## src/hw/shell_pkg.sv

```systemverilog
/*
 * Shared types and constants for the BAR1 register path.
 * Register window is 16 bytes. Only the two scratch slots are writable.
 */
`default_nettype none

package shell_pkg;

  // --------------------
  // Bus widths
  // --------------------
  typedef logic [31:0] addr_t;
  typedef logic [31:0] data_t;
  typedef logic [3:0]  strb_t;

  // AXI response codes in use
  typedef enum logic [1:0] {
    RESP_OKAY   = 2'b00,
    RESP_SLVERR = 2'b10
  } resp_e;

  // --------------------
  // Register map
  // --------------------
  // Slot chosen by address bits 3..2
  typedef enum logic [1:0] {
    REG_ID0      = 2'd0,
    REG_ID1      = 2'd1,
    REG_SCRATCH0 = 2'd2,
    REG_SCRATCH1 = 2'd3
  } reg_sel_e;

  // Any address bit at or above this index falls outside the window
  localparam int REG_WINDOW_BITS = 4;

  typedef enum logic {
    WR_IDLE = 1'b0,
    WR_RESP = 1'b1
  } wr_state_e;

  // Identity words readable at 0x0 and 0x4
  localparam data_t DEFAULT_ID0 = 32'hF000_1D0F;
  localparam data_t DEFAULT_ID1 = 32'h1D51_FEDD;

endpackage

`default_nettype wire

```

## src/hw/axil_if.sv

```systemverilog
/*
 * One AXI-Lite bus, no protection or user fields.
 */
`timescale 1ns/1ps
`default_nettype none

interface axil_if;
  import shell_pkg::*;

  // Write address and data
  logic  awvalid;
  logic  awready;
  addr_t awaddr;
  logic  wvalid;
  logic  wready;
  data_t wdata;
  strb_t wstrb;

  // Write response
  logic  bvalid;
  logic  bready;
  resp_e bresp;

  // Read address and data
  logic  arvalid;
  logic  arready;
  addr_t araddr;
  logic  rvalid;
  logic  rready;
  data_t rdata;
  resp_e rresp;

  modport master (
    output awvalid, awaddr, wvalid, wdata, wstrb, bready, arvalid, araddr, rready,
    input  awready, wready, bvalid, bresp, arready, rvalid, rdata, rresp
  );

  modport slave (
    input  awvalid, awaddr, wvalid, wdata, wstrb, bready, arvalid, araddr, rready,
    output awready, wready, bvalid, bresp, arready, rvalid, rdata, rresp
  );

endinterface

`default_nettype wire

```

## src/hw/rst_flr_ctrl.sv

```systemverilog
/*
 * Reset stretcher and FLR acknowledge. RST_STAGES must be 2 or more.
 * pipe_rst_n is sampled on clk, so it must already be clean in this domain.
 */
`timescale 1ns/1ps
`default_nettype none

module rst_flr_ctrl #(
  parameter int RST_STAGES = 4
) (
  input  logic clk,
  input  logic pipe_rst_n,
  input  logic flr_assert,
  output logic sync_rst_n,
  output logic flr_done
);

  logic [RST_STAGES-1:0] rst_pipe;
  logic                  flr_assert_q;

  // Ones shift in once the incoming reset is released
  always_ff @(posedge clk)
  begin
    if (!pipe_rst_n)
      rst_pipe <= '0;
    else
      rst_pipe <= {rst_pipe[RST_STAGES-2:0], 1'b1};
  end

  assign sync_rst_n = rst_pipe[RST_STAGES-1];

  // --------------------
  // FLR acknowledge
  // --------------------
  // Held clear from the first reset edge until the bus reset lifts
  always_ff @(posedge clk)
  begin
    if (!pipe_rst_n || !sync_rst_n)
    begin
      flr_assert_q <= 1'b0;
      flr_done     <= 1'b0;
    end
    else
    begin
      flr_assert_q <= flr_assert;
      flr_done     <= flr_assert_q && !flr_done;
    end
  end

  // Acknowledge is always a single-cycle pulse
  a_flr_done_pulse: assert property (
    @(posedge clk) disable iff (!sync_rst_n) flr_done |=> !flr_done
  );

endmodule

`default_nettype wire

```

## src/hw/axil_reg_slice.sv

```systemverilog
/*
 * Full AXI-Lite register slice, one entry per channel, one cycle per stage.
 * Readies stay low until the cycle after sync_rst_n is released.
 */
`timescale 1ns/1ps
`default_nettype none

module axil_reg_slice (
  input  logic   clk,
  input  logic   sync_rst_n,
  axil_if.slave  s,
  axil_if.master m
);
  import shell_pkg::*;

  // Channel slots; AW, W, AR run forward, B and R run back
  localparam int CH_AW = 0;
  localparam int CH_W  = 1;
  localparam int CH_AR = 2;
  localparam int CH_B  = 3;
  localparam int CH_R  = 4;
  localparam int NCH   = 5;

  // Widest payload is W, data plus strobes
  localparam int PW = $bits(data_t) + $bits(strb_t);

  logic [NCH-1:0] in_valid;
  logic [NCH-1:0] in_ready;
  logic [NCH-1:0] out_valid;
  logic [NCH-1:0] out_ready;
  logic [PW-1:0]  in_pl  [NCH];
  logic [PW-1:0]  out_pl [NCH];
  logic           run_q;

  always_ff @(posedge clk)
  begin
    if (!sync_rst_n)
      run_q <= 1'b0;
    else
      run_q <= 1'b1;
  end

  // --------------------
  // Forward channels
  // --------------------
  assign in_valid[CH_AW] = s.awvalid;
  assign in_pl[CH_AW]    = PW'(s.awaddr);
  assign s.awready       = in_ready[CH_AW];
  assign m.awvalid       = out_valid[CH_AW];
  assign m.awaddr        = out_pl[CH_AW][$bits(addr_t)-1:0];
  assign out_ready[CH_AW] = m.awready;

  assign in_valid[CH_W]  = s.wvalid;
  assign in_pl[CH_W]     = {s.wstrb, s.wdata};
  assign s.wready        = in_ready[CH_W];
  assign m.wvalid        = out_valid[CH_W];
  assign m.wdata         = out_pl[CH_W][$bits(data_t)-1:0];
  assign m.wstrb         = out_pl[CH_W][PW-1:$bits(data_t)];
  assign out_ready[CH_W] = m.wready;

  assign in_valid[CH_AR] = s.arvalid;
  assign in_pl[CH_AR]    = PW'(s.araddr);
  assign s.arready       = in_ready[CH_AR];
  assign m.arvalid       = out_valid[CH_AR];
  assign m.araddr        = out_pl[CH_AR][$bits(addr_t)-1:0];
  assign out_ready[CH_AR] = m.arready;

  // --------------------
  // Response channels
  // --------------------
  assign in_valid[CH_B]  = m.bvalid;
  assign in_pl[CH_B]     = PW'(m.bresp);
  assign m.bready        = in_ready[CH_B];
  assign s.bvalid        = out_valid[CH_B];
  assign s.bresp         = resp_e'(out_pl[CH_B][1:0]);
  assign out_ready[CH_B] = s.bready;

  assign in_valid[CH_R]  = m.rvalid;
  assign in_pl[CH_R]     = PW'({m.rresp, m.rdata});
  assign m.rready        = in_ready[CH_R];
  assign s.rvalid        = out_valid[CH_R];
  assign s.rdata         = out_pl[CH_R][$bits(data_t)-1:0];
  assign s.rresp         = resp_e'(out_pl[CH_R][$bits(data_t)+1:$bits(data_t)]);
  assign out_ready[CH_R] = s.rready;

  for (genvar i = 0; i < NCH; i++)
  begin : g_stage
    logic          full;
    logic [PW-1:0] hold;

    // Accept when empty or draining this cycle
    assign in_ready[i]  = run_q && (!full || out_ready[i]);
    assign out_valid[i] = full;
    assign out_pl[i]    = hold;

    always_ff @(posedge clk)
    begin
      if (!sync_rst_n)
        full <= 1'b0;
      else if (in_valid[i] && in_ready[i])
        full <= 1'b1;
      else if (out_ready[i])
        full <= 1'b0;
    end

    always_ff @(posedge clk)
    begin
      if (in_valid[i] && in_ready[i])
        hold <= in_pl[i];
    end

    a_out_stable: assert property (
      @(posedge clk) disable iff (!sync_rst_n)
      out_valid[i] && !out_ready[i] |=> out_valid[i] && $stable(out_pl[i])
    );
  end

endmodule

`default_nettype wire

```

## src/hw/ctl_regs.sv

```systemverilog
/*
 * Register target: two read-only IDs and two byte-writable scratch words.
 * One write and one read outstanding at a time; AW and W must arrive together.
 */
`timescale 1ns/1ps
`default_nettype none

module ctl_regs #(
  parameter shell_pkg::data_t ID0 = shell_pkg::DEFAULT_ID0,
  parameter shell_pkg::data_t ID1 = shell_pkg::DEFAULT_ID1
) (
  input  logic  clk,
  input  logic  sync_rst_n,
  axil_if.slave bus
);
  import shell_pkg::*;

  wr_state_e wr_state;
  reg_sel_e  wr_sel;
  reg_sel_e  rd_sel;
  logic      wr_go;
  logic      wr_ok;
  logic      ar_go;
  logic      rd_win;
  logic      bvalid_q;
  logic      rvalid_q;
  resp_e     bresp_q;
  resp_e     rresp_q;
  data_t     rdata_q;
  data_t     rd_word;
  data_t     scratch [2];

  // --------------------
  // Write path
  // --------------------
  assign wr_sel = reg_sel_e'(bus.awaddr[3:2]);
  assign wr_ok  = (bus.awaddr[$bits(addr_t)-1:REG_WINDOW_BITS] == '0) &&
                  (wr_sel == REG_SCRATCH0 || wr_sel == REG_SCRATCH1);
  assign wr_go  = (wr_state == WR_IDLE) && bus.awvalid && bus.wvalid;

  // Address and data only taken as a pair
  assign bus.awready = (wr_state == WR_IDLE) && bus.wvalid;
  assign bus.wready  = (wr_state == WR_IDLE) && bus.awvalid;
  assign bus.bvalid  = bvalid_q;
  assign bus.bresp   = bresp_q;

  always_ff @(posedge clk)
  begin
    if (!sync_rst_n)
    begin
      wr_state <= WR_IDLE;
      bvalid_q <= 1'b0;
    end
    else
    begin
      case (wr_state)
        WR_IDLE:
          if (wr_go)
          begin
            wr_state <= WR_RESP;
            bvalid_q <= 1'b1;
          end
        WR_RESP:
          if (bus.bready)
          begin
            wr_state <= WR_IDLE;
            bvalid_q <= 1'b0;
          end
        default: wr_state <= WR_IDLE;
      endcase
    end
  end

  always_ff @(posedge clk)
  begin
    if (wr_go)
      bresp_q <= wr_ok ? RESP_OKAY : RESP_SLVERR;
  end

  // Byte lanes follow wstrb; slot index is bit 0 of the select
  always_ff @(posedge clk)
  begin
    if (!sync_rst_n)
    begin
      scratch[0] <= '0;
      scratch[1] <= '0;
    end
    else if (wr_go && wr_ok)
    begin
      for (int b = 0; b < $bits(strb_t); b++)
        if (bus.wstrb[b])
          scratch[wr_sel[0]][8*b +: 8] <= bus.wdata[8*b +: 8];
    end
  end

  // --------------------
  // Read path
  // --------------------
  assign rd_sel = reg_sel_e'(bus.araddr[3:2]);
  assign rd_win = (bus.araddr[$bits(addr_t)-1:REG_WINDOW_BITS] == '0);
  assign ar_go  = bus.arvalid && !rvalid_q;

  assign bus.arready = ar_go;
  assign bus.rvalid  = rvalid_q;
  assign bus.rdata   = rdata_q;
  assign bus.rresp   = rresp_q;

  always_comb
  begin
    case (rd_sel)
      REG_ID0:      rd_word = ID0;
      REG_ID1:      rd_word = ID1;
      REG_SCRATCH0: rd_word = scratch[0];
      REG_SCRATCH1: rd_word = scratch[1];
      default:      rd_word = '0;
    endcase
  end

  always_ff @(posedge clk)
  begin
    if (!sync_rst_n)
      rvalid_q <= 1'b0;
    else if (ar_go)
      rvalid_q <= 1'b1;
    else if (bus.rready)
      rvalid_q <= 1'b0;
  end

  always_ff @(posedge clk)
  begin
    if (ar_go)
    begin
      rdata_q <= rd_win ? rd_word : '0;
      rresp_q <= rd_win ? RESP_OKAY : RESP_SLVERR;
    end
  end

  // Response only while the write FSM waits on B
  a_bvalid_state: assert property (
    @(posedge clk) disable iff (!sync_rst_n) (wr_state == WR_IDLE) |-> !bus.bvalid
  );

endmodule

`default_nettype wire

```

## src/hw/shell_top.sv

```systemverilog
/*
 * BAR1 custom-logic top: reset and FLR handling, register slice, register block.
 * Access latency is 3 cycles with bready and rready held high.
 */
`timescale 1ns/1ps
`default_nettype none

module shell_top #(
  parameter int               RST_STAGES = 4,
  parameter shell_pkg::data_t ID0        = shell_pkg::DEFAULT_ID0,
  parameter shell_pkg::data_t ID1        = shell_pkg::DEFAULT_ID1
) (
  input  logic              clk,
  input  logic              pipe_rst_n,
  input  logic              flr_assert,
  output logic              flr_done,
  input  logic              awvalid,
  output logic              awready,
  input  shell_pkg::addr_t  awaddr,
  input  logic              wvalid,
  output logic              wready,
  input  shell_pkg::data_t  wdata,
  input  shell_pkg::strb_t  wstrb,
  output logic              bvalid,
  input  logic              bready,
  output shell_pkg::resp_e  bresp,
  input  logic              arvalid,
  output logic              arready,
  input  shell_pkg::addr_t  araddr,
  output logic              rvalid,
  input  logic              rready,
  output shell_pkg::data_t  rdata,
  output shell_pkg::resp_e  rresp
);

  logic sync_rst_n;

  axil_if host_bus ();
  axil_if reg_bus ();

  // --------------------
  // Host ports to host_bus
  // --------------------
  assign host_bus.awvalid = awvalid;
  assign host_bus.awaddr  = awaddr;
  assign awready          = host_bus.awready;
  assign host_bus.wvalid  = wvalid;
  assign host_bus.wdata   = wdata;
  assign host_bus.wstrb   = wstrb;
  assign wready           = host_bus.wready;
  assign bvalid           = host_bus.bvalid;
  assign bresp            = host_bus.bresp;
  assign host_bus.bready  = bready;
  assign host_bus.arvalid = arvalid;
  assign host_bus.araddr  = araddr;
  assign arready          = host_bus.arready;
  assign rvalid           = host_bus.rvalid;
  assign rdata            = host_bus.rdata;
  assign rresp            = host_bus.rresp;
  assign host_bus.rready  = rready;

  rst_flr_ctrl #(.RST_STAGES(RST_STAGES)) u_rst_flr (
    .clk        (clk),
    .pipe_rst_n (pipe_rst_n),
    .flr_assert (flr_assert),
    .sync_rst_n (sync_rst_n),
    .flr_done   (flr_done)
  );

  // Breaks every path between host pins and the register block
  axil_reg_slice u_bar1_slice (
    .clk        (clk),
    .sync_rst_n (sync_rst_n),
    .s          (host_bus.slave),
    .m          (reg_bus.master)
  );

  ctl_regs #(.ID0(ID0), .ID1(ID1)) u_ctl_regs (
    .clk        (clk),
    .sync_rst_n (sync_rst_n),
    .bus        (reg_bus.slave)
  );

endmodule

`default_nettype wire

```

## config.mk

```make
export PLATFORM = sky130hd
export DESIGN_NAME = shell_top
export DESIGN_NICKNAME = d
export VERILOG_FILES = /design/src/hw/shell_pkg.sv /design/src/hw/axil_if.sv /design/src/hw/rst_flr_ctrl.sv /design/src/hw/axil_reg_slice.sv /design/src/hw/ctl_regs.sv /design/src/hw/shell_top.sv
export SDC_FILE = /design/constraint.sdc
export NUM_CORES = 1
export LEC_CHECK = 0
export BUFFER_PORTS_ARGS = -buffer_cell sky130_fd_sc_hd__buf_2
export CORE_AREA = 4 4 157 159
export DETAILED_ROUTE_END_ITERATION = 6
export DIE_AREA = 0 0 161 163
export HOLD_SLACK_MARGIN = 0.05
export SLEW_MARGIN = 20
export SYNTH_ARGS = -nofsm -noshare
export SYNTH_HDL_FRONTEND = slang
export SYNTH_SLANG_ARGS = --single-unit
```

## constraint.sdc

```tcl
create_clock -name clk -period 5.1 [get_ports clk]
set_clock_uncertainty 0.15 [all_clocks]
set_input_delay 0.255 -clock clk [delete_from_list [all_inputs] [get_ports clk]]
set_output_delay 0.255 -clock clk [all_outputs]
set_load 0.05 [all_outputs]
```

==> impl_metrics.env <==
export IMPL_final_cell_mix="edfxtp_1 (228), buf_2 (143), dlygate4sd3_1 (103)"
export IMPL_grt_total_usage=0.1377
export IMPL_cap_viol_max_count=0
export IMPL_reg2reg_from="u_bar1_slice.g_stage[0].hold[5]"
export IMPL_dp_cells=1006
export IMPL_hold_viol=0
export IMPL_setup_violations=0
export IMPL_crit_fanout=56
export IMPL_htreeDepth=1
export IMPL_routed_wl_mm=18.08
export IMPL_p_total_mw=4.151
export IMPL_crit_chain="nor4_1 -> nand4_1 -> buf_4 -> o31ai_2"
export IMPL_diodes=0
export IMPL_synth_compound_area_frac=0.03930
export IMPL_synth_seq_cells=243
export IMPL_slew_viol_final=0
export IMPL_nFillCells=1930
export IMPL_gp_congestion=0.7461
export IMPL_crit_path_start_kind="flop"
export IMPL_cts_buffers=25
export IMPL_clkSinkCount=243
export IMPL_synthXorXnorAreaFrac=0
export IMPL_hold_path_class="reg -> reg"
export IMPL_synth_top_area_share=0.7416
export IMPL_grt_pass1_wl_mm=29.78
export IMPL_wire_per_inst_microns=15.65
export IMPL_num_io_pins=150
export IMPL_final_common_cell="edfxtp_1"
export IMPL_clock_latency_ns=0.52
export IMPL_synth_fa_ha_area_frac=0
export IMPL_drive_gt1_frac=0.2500
export IMPL_synth_top_cell_by_area="edfxtp_1"
export IMPL_netlist_area_sq_mm=0.009233
export IMPL_required_ns=5.08
export IMPL_first_pass_iters=5
export IMPL_worstPathArrival_ns=3.23
export IMPL_powerDensity_mw_per_mm2=343.1
export IMPL_postRouteAntennaNets=0
export IMPL_grt_pass1_vias=5713
export IMPL_root_buffer="clkbuf_16"
export IMPL_status="complete, no violations"
export IMPL_dpl_hpwl_mm=11.77
export IMPL_cts_repair_resized=0
export IMPL_synth_top_family_by_area="simple AND/OR/NAND/NOR gates"
export IMPL_ys_seq_area_frac=0.7741
export IMPL_cp_slowest_stage_delay_ns=0.74
export IMPL_final_nets=925
export IMPL_peakVddDrop_mv=0.2924
export IMPL_dr_first_iter_drc_count=440
export IMPL_synth_mux_area_frac=0.01518
export IMPL_critical_path_class="reg -> reg"
export IMPL_syn_to_final_growth_pct=31.05
export IMPL_fin_setup_tns_ns=0
export IMPL_synth_simple_area_share=0.1451
export IMPL_viasPerCell=4.932
export IMPL_fmax_mhz=307.4
export IMPL_yosysWarnings=0
export IMPL_hold_slack_ns=0.2656
export IMPL_cp_slowest_cell="o31ai_2"
export IMPL_finalCritPeriodShare=0.6379
export IMPL_grt_max_degree=74
export IMPL_leakage_nw=4.122
export IMPL_start_util=0.3969
export IMPL_rsz0062_at_grt="no"
export IMPL_worst_pin_slew_ns=1.002
export IMPL_rows=56
export IMPL_worstSetupEndpointType="flop"
export IMPL_cp_num_buf_inv=1
export IMPL_fin_cells=1155
export IMPL_synthTopCellsByArea="edfxtp_1 (74%), nand4_1 (4.5%), nor3_1 (4.5%)"
export IMPL_synthCells=590
export IMPL_die_w_microns=161
export IMPL_postCtsSetupBuffers=0
export IMPL_die_area_sq_mm=0.02624
export IMPL_slew_headroom=0.3319
export IMPL_core_area_sq_mm=0.02326
export IMPL_clockBufferDepth=3
export IMPL_vias=5697
export IMPL_post_route_drc_count=0
export IMPL_hp_start="u_ctl_regs.bus.rdata[12]"
export IMPL_path_delay_family="simple AND/OR/NAND/NOR gates"
export IMPL_critPathLaunch="u_bar1_slice.g_stage[0].hold[5]"
export IMPL_yosysUniqueCellTypes=34
export IMPL_period_minus_slack_ns=3.254
export IMPL_grt_overflow_total=0
export IMPL_path_clk_slew_ns=0.06
export IMPL_die_h_microns=163
export IMPL_cts_tree="built"
export IMPL_avgSynthCellArea_sq_um=15.65
export IMPL_port_buffer_count=143
export IMPL_antenna_found_initial=0
-- flip-flops by register name (all words and copies together), names as in the netlist, 4 cells and up --
register	count
u_rst_flr.rst_pipe	4
u_ctl_regs.bus.rdata	32
u_ctl_regs.scratch	64
u_bar1_slice.g_stage.hold	130
-- power breakdown --
group / internal [mW] / switching [mW]
Clock: 1.11 / 0.703
Sequential: 2.19 / 0.00999
Combinational: 0.0882 / 0.0491
-- worst paths after layout --
kind	depth (start not counted)	endpoint	slack [ns]
max	4	u_ctl_regs.scratch[0][8]	1.85
min	0	u_bar1_slice.g_stage[4].hold[12]	0.27
max reg2reg	4	u_ctl_regs.scratch[0][8]	1.85
min reg2reg	0	u_bar1_slice.g_stage[4].hold[12]	0.27
-- metal layers --
metal	GRT usage	routed length, microns	share of wire	vias up
li1	-	-	-	2811
met1	0.1964	8481	0.47	2653
met2	0.2170	8191	0.45	196
met3	0.02430	918	0.051	37
met4	0.04459	485	0.027	0
met5	0	0	0	-
-- through the flow --
stage	area [sq um]	worst slack (ns)	util
after global placement	10200	2.007	0.4386
after detailed placement	10200	1.890	0.4386
final	12100	1.846	0.5201
after global routing	12100	1.554	0.5201
after floorplan	9236	2.138	-
after CTS	12080	1.860	0.5191
-- synth_stat cells --
cell type and instances:
nor2b_1 12, o21a_1 2, and3_1 3, a21boi_0 4, nor2_1 2, nor4b_1 8, buf_2 7, o31ai_2 6
a2bb2oi_1 5, buf_1 11, nor3_1 83, mux2i_1 14, nand2_1 3, nand4_1 67, nand3b_1 4, clkbuf_1 36
buf_4 2, a22oi_1 16, a31oi_1 1, nand2b_1 17, nand3_1 6, nor4_1 12, or2_2 2, inv_1 2
o31ai_1 2, a211oi_1 7, dfxtp_1 15, and3b_1 1, and2_1 8, and4b_1 1, conb_1 1, o21ai_0 1
clkbuf_2 1, edfxtp_1 228
-- what timing repair did --
item	CTS	global route
setup endpoints to repair	0	0
hold buffers	103	0
hold endpoints to repair	107	0
-- cells by family (layout without fill, tap and decap cells) --
kind of cell,after synthesis,in the layout
other,1,2
AO/OA/AOI/OAI,44,44
AND/OR/NAND/NOR,229,229
buffers and inverters,59,304
multiplexers,14,14
flip-flops,243,243
-- layout make-up --
cell class,instances,area [sq um],share of cell area
sequential,243,7147,0.5907
multi-input combinational,289,1882,0.1555
timing repair buffer,256,1822,0.1506
clock buffer,33,695.7,0.05750
tap,319,399.1,0.03299
clock inverter,13,146.4,0.01210
inverter,2,7.507,0.0006205
No activity file was read; power rests on OpenSTA's default activity.
